--- config.mk ---
export PLATFORM = sky130hd
export DESIGN_NAME = cfo_frontend
export DESIGN_NICKNAME = d
export VERILOG_FILES = /design/src/rx_pkg.sv /design/src/rx_stream_if.sv /design/src/cfo_phase_accum.sv /design/src/nco_lut.sv /design/src/derotator.sv /design/src/rx_status_regs.sv /design/src/cfo_frontend.sv
export SDC_FILE = /design/constraint.sdc
export NUM_CORES = 2
export LEC_CHECK = 0
export BUFFER_PORTS_ARGS = -buffer_cell sky130_fd_sc_hd__clkbuf_2
export CAP_MARGIN = 20
export CORE_ASPECT_RATIO = 0.5
export CORE_MARGIN = 5
export CORE_UTILIZATION = 40
export CTS_CLUSTER_SIZE = 12
export DETAILED_ROUTE_END_ITERATION = 16
export HOLD_SLACK_MARGIN = 0.03
export PLACE_DENSITY = 0.64
export SYNTH_ARGS = -nofsm -noshare
export SYNTH_HDL_FRONTEND = slang
export SYNTH_SLANG_ARGS = --single-unit
--- constraint.sdc ---
create_clock -name clk_i -period 8 [get_ports clk_i]
set_clock_uncertainty 0.05 [all_clocks]
set_input_delay 0.4 -clock clk_i [delete_from_list [all_inputs] [get_ports clk_i]]
set_output_delay 0.4 -clock clk_i [all_outputs]
set_load 0.05 [all_outputs]
--- src/rx_pkg.sv ---
`default_nettype none

package rx_pkg;

    // ----------------------------------------
    // sample and phase widths
    // ----------------------------------------
    localparam int IQ_W    = 16;
    localparam int PHASE_W = 20;
    localparam int ID_W    = 32;

    typedef logic signed [IQ_W-1:0] iq_t;
    typedef logic [PHASE_W-1:0]     phase_t;
    typedef logic [ID_W-1:0]        sample_id_t;

    // ----------------------------------------
    // nco table
    // ----------------------------------------
    localparam int  LUT_BITS  = 6;
    localparam int  LUT_SIZE  = 1 << LUT_BITS;
    localparam int  FRAC_BITS = 15;
    localparam int  LUT_AMPL  = 32767;
    localparam real PI        = 3.14159265358979323846;

    typedef logic [LUT_BITS-1:0] lut_idx_t;

    // ----------------------------------------
    // status register map
    // ----------------------------------------
    localparam int REG_ADDR_W = 2;
    localparam int REG_DATA_W = 32;

    typedef logic [REG_ADDR_W-1:0] reg_addr_t;
    typedef logic [REG_DATA_W-1:0] reg_data_t;

    localparam reg_addr_t REG_SAMPLE_CNT = 2'd0;
    localparam reg_addr_t REG_CFO_INC    = 2'd1;
    localparam reg_addr_t REG_PHASE      = 2'd2;
    // Q in the upper half, I in the lower half
    localparam reg_addr_t REG_LAST_IQ    = 2'd3;

endpackage

`default_nettype wire

--- src/rx_stream_if.sv ---
`timescale 1ns/1ns
`default_nettype none

// sample with its phase, from the accumulator to the nco
interface sample_phase_if;
    logic               valid;
    rx_pkg::iq_t        i;
    rx_pkg::iq_t        q;
    rx_pkg::phase_t     phase;
    rx_pkg::sample_id_t id;

    modport src (
        output valid, i, q, phase, id
    );

    modport dst (
        input valid, i, q, phase, id
    );
endinterface

// sample with its rotation vector, from the nco to the derotator
interface rotation_if;
    logic               valid;
    rx_pkg::iq_t        i;
    rx_pkg::iq_t        q;
    rx_pkg::iq_t        cos;
    rx_pkg::iq_t        sin;
    rx_pkg::sample_id_t id;

    modport src (
        output valid, i, q, cos, sin, id
    );

    modport dst (
        input valid, i, q, cos, sin, id
    );
endinterface

`default_nettype wire

--- src/cfo_phase_accum.sv ---
`timescale 1ns/1ns
`default_nettype none

module cfo_phase_accum (
    input  wire logic               clk_i,
    input  wire logic               reset_ni,

    input  wire logic               in_valid_i,
    input  wire rx_pkg::iq_t        in_i_i,
    input  wire rx_pkg::iq_t        in_q_i,

    input  wire logic               cfo_valid_i,
    input  wire rx_pkg::phase_t     cfo_update_i,
    input  wire logic               manual_mode_i,

    sample_phase_if.src             sp,

    output rx_pkg::phase_t          cfo_inc_o,
    output rx_pkg::phase_t          phase_o,
    output rx_pkg::sample_id_t      sample_cnt_o
);

    rx_pkg::sample_id_t sample_cnt;
    rx_pkg::phase_t     cfo_inc;
    rx_pkg::phase_t     phase;

    // ----------------------------------------
    // count, increment and phase
    // ----------------------------------------
    always_ff @(posedge clk_i) begin
        if (!reset_ni) begin
            sample_cnt <= '0;
            cfo_inc    <= '0;
            phase      <= '0;
            sp.valid   <= 1'b0;
        end else begin
            sp.valid <= in_valid_i;
            if (in_valid_i) begin
                sample_cnt <= sample_cnt + 1'b1;
            end
            if (manual_mode_i) begin
                // manual cfo mode, no correction
                cfo_inc <= '0;
                phase   <= '0;
            end else begin
                // updates are relative to the last estimate
                if (cfo_valid_i) begin
                    cfo_inc <= cfo_inc - cfo_update_i;
                end
                if (in_valid_i) begin
                    phase <= phase + cfo_inc;
                end
            end
        end
    end

    // sample payload with the phase before the advance
    always_ff @(posedge clk_i) begin
        if (in_valid_i) begin
            sp.i     <= in_i_i;
            sp.q     <= in_q_i;
            sp.phase <= phase;
            sp.id    <= sample_cnt;
        end
    end

    assign cfo_inc_o    = cfo_inc;
    assign phase_o      = phase;
    assign sample_cnt_o = sample_cnt;

endmodule

`default_nettype wire

--- src/nco_lut.sv ---
`timescale 1ns/1ns
`default_nettype none

module nco_lut (
    input  wire logic   clk_i,
    input  wire logic   reset_ni,

    sample_phase_if.dst sp,
    rotation_if.src     rot
);

    rx_pkg::iq_t      cos_tab [rx_pkg::LUT_SIZE];
    rx_pkg::iq_t      sin_tab [rx_pkg::LUT_SIZE];
    rx_pkg::lut_idx_t idx;

    // ----------------------------------------
    // table, one full turn in LUT_SIZE steps
    // ----------------------------------------
    for (genvar k = 0; k < rx_pkg::LUT_SIZE; k++) begin : g_tab
        // int' rounds to nearest
        assign cos_tab[k] = rx_pkg::iq_t'(int'(rx_pkg::LUT_AMPL *
                            $cos(2.0 * rx_pkg::PI * k / rx_pkg::LUT_SIZE)));
        assign sin_tab[k] = rx_pkg::iq_t'(int'(rx_pkg::LUT_AMPL *
                            $sin(2.0 * rx_pkg::PI * k / rx_pkg::LUT_SIZE)));
    end

    // top phase bits pick the entry
    assign idx = sp.phase[rx_pkg::PHASE_W-1 -: rx_pkg::LUT_BITS];

    always_ff @(posedge clk_i) begin
        if (!reset_ni) begin
            rot.valid <= 1'b0;
        end else begin
            rot.valid <= sp.valid;
        end
    end

    always_ff @(posedge clk_i) begin
        if (sp.valid) begin
            rot.cos <= cos_tab[idx];
            rot.sin <= sin_tab[idx];
            rot.i   <= sp.i;
            rot.q   <= sp.q;
            rot.id  <= sp.id;
        end
    end

endmodule

`default_nettype wire

--- src/derotator.sv ---
`timescale 1ns/1ns
`default_nettype none

module derotator (
    input  wire logic               clk_i,
    input  wire logic               reset_ni,

    rotation_if.dst                 rot,

    output logic                    out_valid_o,
    output rx_pkg::iq_t             out_i_o,
    output rx_pkg::iq_t             out_q_o,
    output rx_pkg::sample_id_t      out_id_o
);

    logic signed [2*rx_pkg::IQ_W-1:0] p_ic, p_qs, p_qc, p_is;
    logic signed [2*rx_pkg::IQ_W:0]   sum_i, sum_q;
    logic                             valid_1;
    rx_pkg::sample_id_t               id_1;

    // clip to the iq range
    function automatic rx_pkg::iq_t sat(input logic signed [2*rx_pkg::IQ_W:0] x);
        logic signed [2*rx_pkg::IQ_W:0] hi;
        logic signed [2*rx_pkg::IQ_W:0] lo;
        hi = (2*rx_pkg::IQ_W+1)'((1 << (rx_pkg::IQ_W - 1)) - 1);
        lo = -hi - 1;
        if (x > hi) begin
            return rx_pkg::iq_t'(hi);
        end else if (x < lo) begin
            return rx_pkg::iq_t'(lo);
        end
        return rx_pkg::iq_t'(x);
    endfunction

    // ----------------------------------------
    // stage 1, products
    // ----------------------------------------
    always_ff @(posedge clk_i) begin
        if (rot.valid) begin
            p_ic <= rot.i * rot.cos;
            p_qs <= rot.q * rot.sin;
            p_qc <= rot.q * rot.cos;
            p_is <= rot.i * rot.sin;
            id_1 <= rot.id;
        end
    end

    // ----------------------------------------
    // stage 2, rotate by the negative phase
    // ----------------------------------------
    always_comb begin
        sum_i = p_ic + p_qs;
        sum_q = p_qc - p_is;
    end

    always_ff @(posedge clk_i) begin
        if (valid_1) begin
            out_i_o  <= sat(sum_i >>> rx_pkg::FRAC_BITS);
            out_q_o  <= sat(sum_q >>> rx_pkg::FRAC_BITS);
            out_id_o <= id_1;
        end
    end

    always_ff @(posedge clk_i) begin
        if (!reset_ni) begin
            valid_1     <= 1'b0;
            out_valid_o <= 1'b0;
        end else begin
            valid_1     <= rot.valid;
            out_valid_o <= valid_1;
        end
    end

endmodule

`default_nettype wire

--- src/rx_status_regs.sv ---
`timescale 1ns/1ns
`default_nettype none

module rx_status_regs (
    input  wire logic               clk_i,
    input  wire logic               reset_ni,

    input  wire logic               reg_req_i,
    input  wire rx_pkg::reg_addr_t  reg_addr_i,
    output logic                    reg_ack_o,
    output rx_pkg::reg_data_t       reg_rdata_o,

    input  wire rx_pkg::sample_id_t sample_cnt_i,
    input  wire rx_pkg::phase_t     cfo_inc_i,
    input  wire rx_pkg::phase_t     phase_i,
    input  wire logic               out_valid_i,
    input  wire rx_pkg::iq_t        out_i_i,
    input  wire rx_pkg::iq_t        out_q_i
);

    typedef enum logic {
        REG_IDLE,
        REG_ACK
    } reg_state_e;

    reg_state_e        state;
    rx_pkg::reg_data_t last_iq;
    rx_pkg::reg_data_t rd_mux;

    // last corrected sample
    always_ff @(posedge clk_i) begin
        if (!reset_ni) begin
            last_iq <= '0;
        end else if (out_valid_i) begin
            last_iq <= {out_q_i, out_i_i};
        end
    end

    always_comb begin
        case (reg_addr_i)
            rx_pkg::REG_SAMPLE_CNT: rd_mux = sample_cnt_i;
            rx_pkg::REG_CFO_INC:    rd_mux = rx_pkg::reg_data_t'(cfo_inc_i);
            rx_pkg::REG_PHASE:      rd_mux = rx_pkg::reg_data_t'(phase_i);
            rx_pkg::REG_LAST_IQ:    rd_mux = last_iq;
            default:                rd_mux = '0;
        endcase
    end

    // ----------------------------------------
    // four-phase read handshake
    // ----------------------------------------
    always_ff @(posedge clk_i) begin
        if (!reset_ni) begin
            state       <= REG_IDLE;
            reg_rdata_o <= '0;
        end else begin
            case (state)
                REG_IDLE: begin
                    if (reg_req_i) begin
                        reg_rdata_o <= rd_mux;
                        state       <= REG_ACK;
                    end
                end
                REG_ACK: begin
                    // hold ack until the host lets go
                    if (!reg_req_i) begin
                        state <= REG_IDLE;
                    end
                end
                default: state <= REG_IDLE;
            endcase
        end
    end

    assign reg_ack_o = (state == REG_ACK);

endmodule

`default_nettype wire

--- src/cfo_frontend.sv ---
`timescale 1ns/1ns
`default_nettype none

module cfo_frontend (
    input  wire logic               clk_i,
    input  wire logic               reset_ni,

    // sample input
    input  wire logic               in_valid_i,
    input  wire rx_pkg::iq_t        in_i_i,
    input  wire rx_pkg::iq_t        in_q_i,

    // relative cfo estimate
    input  wire logic               cfo_valid_i,
    input  wire rx_pkg::phase_t     cfo_update_i,
    input  wire logic               manual_mode_i,

    // corrected samples
    output logic                    out_valid_o,
    output rx_pkg::iq_t             out_i_o,
    output rx_pkg::iq_t             out_q_o,
    output rx_pkg::sample_id_t      out_id_o,

    // status read port
    input  wire logic               reg_req_i,
    input  wire rx_pkg::reg_addr_t  reg_addr_i,
    output logic                    reg_ack_o,
    output rx_pkg::reg_data_t       reg_rdata_o
);

    sample_phase_if sp ();
    rotation_if     rot ();

    rx_pkg::phase_t     cfo_inc;
    rx_pkg::phase_t     phase;
    rx_pkg::sample_id_t sample_cnt;

    // ----------------------------------------
    // correction pipeline, 4 cycles
    // ----------------------------------------
    cfo_phase_accum cfo_phase_accum_i (
        .clk_i         (clk_i),
        .reset_ni      (reset_ni),
        .in_valid_i    (in_valid_i),
        .in_i_i        (in_i_i),
        .in_q_i        (in_q_i),
        .cfo_valid_i   (cfo_valid_i),
        .cfo_update_i  (cfo_update_i),
        .manual_mode_i (manual_mode_i),
        .sp            (sp.src),
        .cfo_inc_o     (cfo_inc),
        .phase_o       (phase),
        .sample_cnt_o  (sample_cnt)
    );

    nco_lut nco_lut_i (
        .clk_i    (clk_i),
        .reset_ni (reset_ni),
        .sp       (sp.dst),
        .rot      (rot.src)
    );

    derotator derotator_i (
        .clk_i       (clk_i),
        .reset_ni    (reset_ni),
        .rot         (rot.dst),
        .out_valid_o (out_valid_o),
        .out_i_o     (out_i_o),
        .out_q_o     (out_q_o),
        .out_id_o    (out_id_o)
    );

    // ----------------------------------------
    // status registers
    // ----------------------------------------
    rx_status_regs rx_status_regs_i (
        .clk_i        (clk_i),
        .reset_ni     (reset_ni),
        .reg_req_i    (reg_req_i),
        .reg_addr_i   (reg_addr_i),
        .reg_ack_o    (reg_ack_o),
        .reg_rdata_o  (reg_rdata_o),
        .sample_cnt_i (sample_cnt),
        .cfo_inc_i    (cfo_inc),
        .phase_i      (phase),
        .out_valid_i  (out_valid_o),
        .out_i_i      (out_i_o),
        .out_q_i      (out_q_o)
    );

endmodule

`default_nettype wire

==> results.md <==
- The cell taking the most area after synthesis is sky130_fd_sc_hd__fa_1.
- Of the total synthesized cell area, the portion taken by AND, OR, NAND and NOR gates is 13.6%.
- The synthesized netlist occupies a cell area of 63000 sq um.
- The routability congestion estimate from global placement is 0.891.
- The startpoint of the most critical setup path is nco_lut_i.rot.sin[14].
- The repair_antennas step left the layout with diodes totalling 0.
- The critical path is of the reg2reg type.
- The worst path uses 93.8% of the clock period.
- The sum of routed wire segments on met1 is 72500 um.
- The starting density of the core is 40.1%.
- Dividing the synthesized area by the synthesized cell count gives 10.1 sq um.
- At the later pin of the worst-skew pair, clock insertion delay measures 700 ps.
- The critical path goes through buf_4 > and2_1 > fa_1 > fa_1 > fa_1 > fa_1 > fa_1 > inv_1 > fa_1 > inv_1 > ha_1 > a21o_1 > a211o_1 > nor3_1 > buf_4 > a2111oi_0 > nor2_1 > a31oi_1 > and2_1 > o21ai_0 > a221oi_1.
- The buffer levels on the longest clock path is 3.
- The count of distinct cell types in the synthesized netlist is 79.
- The core region is 157000 sq um.
- The relative slew slack is 23.4%.
- The multiplexer fraction of the synthesized cell area is 2.43%.
- The arrival time of data at the critical path endpoint is 7960 ps.
- For this run, the top clock speed supported by timing is 133 MHz.
- On the worst path, the slowest cell contributes a delay of 1020 ps.
- After detailed routing, the number of remaining DRC violations is 0.
- The final layout contains routed wiring with a total length of 157000 um.
- Summing the areas of all compound-gate instances in the mapped netlist gives 7.05% of the synthesized area.
- The chip width is 571 um.
- The sum of overflow across all layers after global routing is 0.
- The ratio of routed vias to standard cells is 5.08.
- After floorplanning, the core was divided into 103 placement rows.
- In this run the worst hold path is classified as in2reg.
- Counting the buffers created by CTS gives 58.
- After detailed placement, the design holds a cell count of 8336.
- Across the run, the number of max-cap violations was 0.
- In this run, synthesis produced a sequential element count of 531.
- The number of setup violations in the final report is 0.
- The transition time at the pin with the least slew margin is 1150 ps.
- The post-route antenna net violation count is 0.
- The clock tree from TritonCTS is done.
- The number of failing hold endpoints at the final stage is 0.
- The root buffer selected by CTS is sky130_fd_sc_hd__clkbuf_16.
- Of the total synthesized cell area, the portion taken by XOR and XNOR cells is 2.90%.
- The worst hold path begins at reset_ni.
- Ranked by total cell area, the synthesized netlist is headed by sky130_fd_sc_hd__fa_1 33%, sky130_fd_sc_hd__edfxtp_1 19%, sky130_fd_sc_hd__ha_1 8.7%, sky130_fd_sc_hd__inv_1 7.3%, sky130_fd_sc_hd__and2_1 5.4%.
- After clock tree synthesis, the clock-pin slew on the worst setup and hold paths is 60 ps.
- The proportion of layout cells with a drive suffix above 1 is 7.43%.
- The cell type with the highest occurrence count on the critical path is sky130_fd_sc_hd__fa_1.
- On the critical path, the stage with the largest delay is an instance of sky130_fd_sc_hd__edfxtp_1.
- Setup repair after global routing left no endpoint under its margin.
- The share of flip-flops with an asynchronous set or reset after synthesis is 0%.
- The number of antenna violations at the first check in global routing was 8.
- The first global-routing pass estimated 254000 um of wire.
- Input and output buffers added on the ports amount to 157.
- The combinational family with the most area after synthesis is adder cells.
- Adding up every negative setup slack in the final design gives 0 ps.
- The cell count after synthesis came out at 6216.
- Summed over all nets, wire length on met3 after detailed routing comes to 12700 um.
- The run finished with clean final reports.
- Entering global routing, the biggest net connects 92 pins.
- The net count of the finished layout is 7881.
- The count of H-tree levels built during CTS is 2.
- The clock sink total is 531.
- The detailed router placed 43100 vias in this run.
- From synthesis to final layout, the design area changed by 9.42%.
- The required time reported for the critical path endpoint is 8450 ps.
- The via count of the first global-routing pass is 44000.
- The area after detailed placement is 66600 sq um.
- The final-report max-slew violation count is 0.
- The share of synthesized area occupied by flip-flops and latches is 23.1%.
- In this run the worst path has a maximum fanout of 18.
- The detailed-placement wirelength estimate is 124000 um.
- The highest layer touched by signal routing is met5.
- After detailed routing, the met2 layer carries 68200 um of wire.
- For this run, the leading register cell type out of synthesis is sky130_fd_sc_hd__edfxtp_1.
- Final hold analysis gives a worst-case slack of 101 ps.
- The detailed-route wire length per cell is 18.5 um.
- The die footprint is 166000 sq um.
- After the first detailed-routing iteration, the DRC count stood at 3465.
- For this run, the detailed router's first-pass iteration total came to 7.
- Once layout is done, the placed cells without fillers occupy 69000 sq um.
- The nature of the critical path startpoint is a flip-flop.
- In this run the vertical extent of the chip is 291 um.
- The finished layout holds 8483 standard cells, fillers aside.
- The overall track demand over capacity in global routing is 19.3%.
- 158 I/O pins were placed.
- STA classifies the critical path endpoint as a flip-flop.
- The worst register-to-register path begins at nco_lut_i.rot.sin[14].
- Synthesis produced a netlist with a net count of 7762.
- The proportion of netlist area held by the largest area contributor is 33.4%.
- The synthesized netlist devotes 42.0% of its cell area to adder and majority cells.
- During synthesis, Yosys emitted a total of 0 warnings.
- The clock period minus final worst setup slack is 7510 ps.
- The number of filler instances in the final layout is 14900.
- The count of flip-flops with a built-in enable after synthesis is 390.
[placed cells by master, fill, tap and decap left out, drive strengths merged, types with 35 or more instances in the layout]
| cell type | n |
|---|---|
| xor2 | 47 |
| fa | 1050 |
| a21o | 67 |
| nor2b | 61 |
| mux2i | 52 |
| a21oi | 183 |
| edfxtp | 390 |
| inv | 1224 |
| nand2b | 48 |
| ha | 436 |
| dfxtp | 141 |
| nor3 | 43 |
| buf | 143 |
| clkbuf | 241 |
| nand2 | 642 |
| o21ai | 145 |
| and2 | 544 |
| xnor2 | 162 |
| nor2 | 201 |
| mux4 | 44 |
| dlygate4sd3 | 35 |
| nand3 | 65 |
[stage by stage]
stage,worst slack (ps),util (%)
2_1_floorplan,1710,-
3_3_place_gp,383,42.3
3_5_place_dp,307,42.3
4_1_cts,247,43.8
5_1_grt,107,43.9
6_report,494,43.9
[path summary, 6_finish.rpt]
check	endpoint	slack (ps)	depth (start not counted)
worst max register to register	derotator_i.p_is[29]	490	21
worst max-delay path	derotator_i.p_is[29]	490	21
worst min register to register	nco_lut_i.rot.id[16]	360	0
worst min-delay path	rx_status_regs_i.last_iq[14]	100	2
[routing by layer]
layer	up-vias	track usage (%)
met4	4	3.97
li1	19800	-
met2	1345	29.3
met5	-	0
met3	169	3.63
met1	21800	28.8
[logic make-up (layout without fill, tap and decap cells)]
logic type      count (synthesis)  in the layout
compound gates                676            676
buf+inv                      1499           1666
mux                            98             98
flops                         531            531
xor+xnor                      209            209
fa+ha+maj                    1486           1486
simple gates                 1717           1717
[flip-flops by register name, indices dropped and copies added (netlist names), 20 cells and up]
name,count
derotator_i.p_ic,32
derotator_i.p_qc,32
cfo_phase_accum_i.cfo_inc_o,20
rx_status_regs_i.last_iq,32
derotator_i.out_id_o,32
nco_lut_i.rot.id,32
derotator_i.p_is,32
derotator_i.p_qs,32
cfo_phase_accum_i.sample_cnt_o,32
cfo_phase_accum_i.phase_o,20
rx_status_regs_i.reg_rdata_o,32
cfo_phase_accum_i.sp.id,32
derotator_i.id_1,32
[Yosys cell counts, types with 13 or more instances]
cell type / number
sky130_fd_sc_hd__a211oi_1: 23
sky130_fd_sc_hd__or3_1: 24
sky130_fd_sc_hd__buf_1: 20
sky130_fd_sc_hd__nand2b_1: 48
sky130_fd_sc_hd__o211ai_1: 13
sky130_fd_sc_hd__o21a_1: 25
sky130_fd_sc_hd__and3_1: 28
sky130_fd_sc_hd__o21ai_0: 142
sky130_fd_sc_hd__nor3_1: 42
sky130_fd_sc_hd__and2_1: 544
sky130_fd_sc_hd__a211o_1: 24
sky130_fd_sc_hd__mux2i_1: 52
sky130_fd_sc_hd__o21bai_1: 19
sky130_fd_sc_hd__inv_1: 1222
sky130_fd_sc_hd__fa_1: 1050
sky130_fd_sc_hd__clkbuf_1: 251
sky130_fd_sc_hd__a31oi_1: 23
sky130_fd_sc_hd__dfxtp_1: 141
sky130_fd_sc_hd__a21boi_0: 32
sky130_fd_sc_hd__nand2_1: 642
sky130_fd_sc_hd__nand4_1: 18
sky130_fd_sc_hd__a21o_1: 67
sky130_fd_sc_hd__a221oi_1: 18
sky130_fd_sc_hd__nand3_1: 65
sky130_fd_sc_hd__ha_1: 436
sky130_fd_sc_hd__mux4_2: 44
sky130_fd_sc_hd__xor2_1: 47
sky130_fd_sc_hd__nor2_1: 201
sky130_fd_sc_hd__xnor2_1: 162
sky130_fd_sc_hd__nor2b_1: 61
sky130_fd_sc_hd__edfxtp_1: 390
sky130_fd_sc_hd__a21oi_1: 183
sky130_fd_sc_hd__nor3b_1: 16
[repair_timing]
action	CTS	global route
resized for setup	0	0
setup endpoints to repair	0	2
buffers inserted	0	2
hold endpoints to repair	35	0
hold buffers	35	0
[worst max-delay path: cells and delay by family, from the launching register on]
kind,cells,cell delay (ps)
compound gates,6,1790
fa+ha+maj,7,3200
buf+inv,4,570
flops,1,1020
simple gates,4,660
[cell type report]
| class | instances | area, sq um | share of cell area [%] |
|---|---|---|---|
| timing repair buffer | 334 | 2370 | 3.44 |
| inverter | 1224 | 4590 | 6.66 |
| multi-input combinational | 4186 | 42800 | 62.1 |
| sequential | 531 | 14500 | 21.1 |
| tap | 2100 | 2630 | 3.81 |
| clock inverter | 23 | 334 | 0.484 |
| clock buffer | 85 | 1640 | 2.37 |
Power is not shown: default switching activity piles up to over one toggle a cycle in this logic, so the estimate is an artifact.
